$ cat config.mk
export PLATFORM = sky130hd
export DESIGN_NAME = conv_line_buffer
export DESIGN_NICKNAME = d
export VERILOG_FILES = /design/src/logic/conv_pkg.sv /design/src/logic/conv_line_buffer.sv
export SDC_FILE = /design/constraint.sdc
export NUM_CORES = 1
export LEC_CHECK = 0
export BUFFER_PORTS_ARGS = -buffer_cell sky130_fd_sc_hd__buf_2
export CAP_MARGIN = 5
export CORE_MARGIN = 2
export CORE_UTILIZATION = 49
export DETAILED_ROUTE_END_ITERATION = 10
export PLACE_DENSITY = 0.68
export SETUP_SLACK_MARGIN = 0.5
export SYNTH_ARGS = -nofsm -noshare
export SYNTH_HDL_FRONTEND = slang
export SYNTH_SLANG_ARGS = --single-unit
$ cat constraint.sdc
create_clock -name i_clk -period 2.9 [get_ports i_clk]
set_input_delay 0 -clock i_clk [delete_from_list [all_inputs] [get_ports i_clk]]
set_output_delay 0 -clock i_clk [all_outputs]
set_load 0.05 [all_outputs]
$ cat src/logic/conv_pkg.sv
package conv_pkg;

    //////////////////////////////
    // Frame geometry
    //////////////////////////////

    // Input frame, one 8-bit pixel per position
    localparam int FRAME_WIDTH  = 31;
    localparam int FRAME_HEIGHT = 31;

    // Square kernel, weights listed row-major
    localparam int KERNEL_SIZE = 5;
    localparam int KERNEL_TAPS = KERNEL_SIZE * KERNEL_SIZE;

    // Output feature maps
    localparam int NUM_FILTERS = 6;

    // Column and line counter widths
    localparam int COL_W  = $clog2(FRAME_WIDTH);
    localparam int LINE_W = $clog2(FRAME_HEIGHT);

    //////////////////////////////
    // Datapath widths
    //////////////////////////////

    localparam int PIXEL_W  = 8;   // unsigned
    localparam int COEFF_W  = 16;  // signed weight or bias
    localparam int PROD_W   = 25;  // signed weight x zero-extended pixel
    localparam int RESULT_W = 32;  // 25 products plus bias, no overflow

    // Adder tree goes 25, 13, 7, 4, 2, 1
    localparam int TREE_LEVELS = 5;
    // Multiply stage, tree stages, bias stage
    localparam int MAC_LATENCY = TREE_LEVELS + 2;

    //////////////////////////////
    // Coefficient map
    //////////////////////////////

    // Per filter: slots 0-24 weights, slot 25 bias, rest unmapped
    localparam int COEFF_SLOTS = 32;
    localparam int BIAS_SLOT   = 25;
    localparam int SLOT_W      = $clog2(COEFF_SLOTS);

    // APB word index is paddr[9:2], filter in the upper bits
    localparam int APB_ADDR_W = 10;
    localparam int APB_DATA_W = 32;
    localparam int FILT_W     = APB_ADDR_W - 2 - SLOT_W;

endpackage

$ cat src/logic/conv_line_buffer.sv
`timescale 1ns/1ps

module conv_line_buffer import conv_pkg::*; (
    input  logic                                i_clk,
    input  logic                                i_rst,
    input  logic                                i_pix_valid,
    input  logic [PIXEL_W-1:0]                  i_pix,
    output logic                                o_win_valid,
    output logic [KERNEL_TAPS-1:0][PIXEL_W-1:0] o_window
);

    // Stored lines above the current one
    localparam int ROWS = KERNEL_SIZE - 1;

    // Position of the incoming pixel
    logic [COL_W-1:0]  col;
    logic [LINE_W-1:0] line;

    // Row 0 holds the oldest line
    logic [PIXEL_W-1:0] row_mem [ROWS][FRAME_WIDTH];

    // Column entering the window, index 0 is the oldest line
    logic [KERNEL_SIZE-1:0][PIXEL_W-1:0] new_col;

    // Window as [row][column], column 0 leftmost
    logic [KERNEL_SIZE-1:0][KERNEL_SIZE-1:0][PIXEL_W-1:0] window;

    // Whole window lies inside the frame
    logic in_frame;

    //////////////////////////////
    // Position counters
    //////////////////////////////

    // Wrap at frame end so the next frame can follow at once
    always_ff @(posedge i_clk) begin
        if (i_rst) begin
            col  <= '0;
            line <= '0;
        end else if (i_pix_valid) begin
            if (col == COL_W'(FRAME_WIDTH-1)) begin
                col <= '0;
                if (line == LINE_W'(FRAME_HEIGHT-1)) begin
                    line <= '0;
                end else begin
                    line <= line + 1'b1;
                end
            end else begin
                col <= col + 1'b1;
            end
        end
    end

    //////////////////////////////
    // Line memories
    //////////////////////////////

    // Read the four stored pixels above the current column
    always_comb begin
        for (int r = 0; r < ROWS; r++) begin
            new_col[r] = row_mem[r][col];
        end
        // Newest line comes straight from the input
        new_col[ROWS] = i_pix;
    end

    // Each column moves up by one line per accepted pixel
    always_ff @(posedge i_clk) begin
        if (i_pix_valid) begin
            for (int r = 0; r < ROWS - 1; r++) begin
                row_mem[r][col] <= row_mem[r+1][col];
            end
            row_mem[ROWS-1][col] <= i_pix;
        end
    end

    //////////////////////////////
    // Sliding window
    //////////////////////////////

    // Shift left, new column on the right
    always_ff @(posedge i_clk) begin
        if (i_pix_valid) begin
            for (int r = 0; r < KERNEL_SIZE; r++) begin
                for (int k = 0; k < KERNEL_SIZE - 1; k++) begin
                    window[r][k] <= window[r][k+1];
                end
                window[r][KERNEL_SIZE-1] <= new_col[r];
            end
        end
    end

    // Accepted pixel is the bottom-right corner of the window
    assign in_frame = (line >= LINE_W'(KERNEL_SIZE-1)) && (col >= COL_W'(KERNEL_SIZE-1));

    // Valid one cycle after the accepting edge
    always_ff @(posedge i_clk) begin
        if (i_rst) begin
            o_win_valid <= 1'b0;
        end else begin
            o_win_valid <= i_pix_valid && in_frame;
        end
    end

    // Tap r*KERNEL_SIZE+k is window[r][k]
    assign o_window = window;

endmodule

==> impl_metrics.yaml <==
status:
  status: "completed"
critical_path:
  start_kind: "flip-flop"
  crit_path_end_kind: "flip-flop"
  reg2reg_to: "row_mem[0][60]"
  r2r_cells: 7
  crit_required_ps: 3330
  arrival_ps: 2840
  critical_path_class: "flip-flop to flip-flop"
  r2r_slack_ps: 490
  r2r_start: "col[0]"
  cp_max_fo: 26
cts:
  cts_buffers: 116
  path_clk_slew_ps: 60
  cts_tree: "built"
  clk_latency_ps: 700
  cts_max_level: 3
  cts-root-buf: "clkbuf_16"
  cts.sinks: 1203
  cts_max_path_buffers: 3
worst_hold_path:
  holdPathStages: 3
  hp-class: "primary input to flip-flop"
  hold_end: "col[4]"
  holdCritStartpoint: "i_rst"
logic_synthesis:
  async_flop_share_pct: 0
  synth_nets: 2101
  syn-cell-area_um2: 44500
  yosys.area.top_type: "edfxtp_1"
  synth.distinct_cells: 47
  yosysWarnings: 0
  synth_area_leaders: "edfxtp_1, mux4_2, mux2i_1"
  netlist_instances: 2083
  ys_top_cells_by_count: "edfxtp_1, mux2i_1, mux4_2, o21ai_0, o22ai_1"
  seq_area_frac_synth_pct: 81.0
  synth_most_common_cell: "edfxtp_1"
  netlist.area_leader.share_pct: 80.5
  syn_area_per_cell_um2: 21.3
  ys.flop_type: "edfxtp_1"
  synth_edf_count: 1192
  ys_seq_elements: 1203
placed_design:
  dpl_worst_slack_ps: 205
  io_buffers: 211
  place_hpwl_mm: 61.4
  place_congestion: 0.793
  dpl.cell_count: 3514
  postPlaceCellArea_um2: 48400
floorplan:
  die_x_um: 305
  core_area_um2: 90000
  initial_core_util_pct: 49.4
  ios: 212
  die-area_um2: 93200
  die_h_um: 305
  placementRows: 110
sta:
  finalClockSkew_ps: 29.8
  hold_viol: 0
  slew_viol_final: 0
  fin_tns_setup_ps: 0
  fmax_ghz: 0.415
  period_needed_ps: 2410
  worst_slew_pin_slew_ps: 937
  max-slew-margin-rel_pct: 37.5
  post-route-period-util_pct: 83.1
  finalSetupViolations: 0
  rsz0062_at_grt: "yes"
  fin_ws_ps: 490
route:
  drc: 0
  drt-pass1-iter-count: 8
  drt_wl_total_mm: 115
  drt_iter0_markers: 2788
  via_per_inst: 6.18
  routedWlPerCell_um: 30.3
  antenna_left: 0
  dr_total_vias: 23437
layout:
  fillers: 6391
  num-nets-final: 2540
  antenna_cells: 0
  fin_util_pct: 59.2
  final_cell_count_no_fill: 3794
  seqCellArea_um2: 36000
  areaGrowthSynthToFinish_pct: 19.8
  drive_above_1_share_pct: 30.8
  multiInputGateArea_um2: 8150
  design_area_um2: 53300
global_routing:
  grtUsageMet3_pct: 5.11
  grt_overflow: 0
  grt_max_degree: 130
  met2_usage_pct: 38.6
  grt_pass1_wl_mm: 160
  gr-usage-met1_pct: 33.0
  grtUsageTotal_pct: 24.0
  antenna_found_initial: 1
  grt-busiest-layer: "met2"
  grt_pass1_vias: 22987
power:
  vdd_ir_drop_max_mv: 0.526
  powerDensity_nw_per_um2: 711
  power.leakage_uw: 0.0170
job:
  maxCapViolCount: 0
==> where the power goes <==
part / leakage [µW] / total (µW) / internal, µW / switching, µW
clock: 0.00176 / 14400 / 8170 / 6200
combinational: 0.00430 / 3430 / 1150 / 2280
sequential: 0.0109 / 20100 / 19900 / 153
==> cell type report <==
| cell class | instances | area share [%] |
|---|---|---|
| inverters | 7 | 0.0540 |
| flip-flops and latches | 1203 | 67.6 |
| repair buffers | 439 | 7.42 |
| well taps | 1176 | 2.76 |
| clock inverters | 64 | 0.973 |
| clock buffers | 150 | 5.85 |
| multi-input cells | 755 | 15.3 |
==> cells by family after synthesis <==
| kind of cell | synth area share [%] |
|---|---|
| flops | 81.0 |
| buf+inv | 1.52 |
| xor+xnor | 0.0394 |
| compound gates | 4.20 |
| mux | 11.6 |
| simple gates | 1.42 |
| fa+ha+maj | 0.197 |
==> sequential cells by signal, summed over array words and instances (netlist names) <==
| signal | flops |
|---|---|
| col | 5 |
| line | 5 |
| o_win_valid | 1 |
| o_window | 200 |
| row_mem | 992 |
==> per-stage QoR <==
step           power (µW)  hold WS, ps
3_3_place_gp        23400          347
5_1_grt             39000          227
3_5_place_dp        23500          355
2_1_floorplan       22400         76.1
6_report            37900          211
4_1_cts             38000          173
==> layout by cell type, fill, tap and decap left out, drive strengths merged, types with 2 or more instances in the layout <==
master	n
or3b	3
nor2	38
nor3	3
mux2	32
nand3	7
a221oi	29
buf	418
edfxtp	1192
nand2	8
a211oi	3
nor4	2
bufinv	7
nand3b	3
o2bb2ai	33
nand2b	3
nor4b	2
and3	3
nand4	35
clkinv	48
a21oi	8
mux4	124
clkinvlp	5
o22ai	64
a22oi	62
dlygate4sd3	10
mux2i	201
inv	11
ha	7
nor2b	3
dfxtp	11
bufbuf	5
o21ai	67
clkbuf	156
==> worst max-delay path, stage by stage, from the launching register on <==
cell,delay [ps]
dfxtp_4,370
buf_6,160
buf_16,200
mux4_2,550
a22oi_2,250
nand4_1,120
buf_4,190
bufbuf_16,290
==> worst max path at each step <==
stage | start | to | slack [ps] | cells after the start
after floorplan | col[3] | row_mem[0][216] | 40 | 5
after global placement | col[1] | row_mem[2][25] | 220 | 5
after detailed placement | col[3] | row_mem[0][148] | 200 | 6
after CTS | col[0] | row_mem[0][68] | 460 | 9
after global routing | col[0] | o_window[33] | 420 | 6
final | col[0] | row_mem[0][60] | 490 | 7
==> metal layers <==
metal / up-vias / routed length (µm)
li1: 9613 / -
met1: 12226 / 44500
met2: 1366 / 54800
met3: 232 / 11700
met4: 0 / 4050
met5: - / 0
==> what timing repair did <==
item	in CTS	in global routing
hold endpoints to repair	347	0
buffers inserted	20	21
gates cloned	9	6
endpoints found under the setup margin	795	529
gates resized for setup	46	27
pin swaps	5	8
hold buffers	10	0
Power figures use the tool's default switching activity.
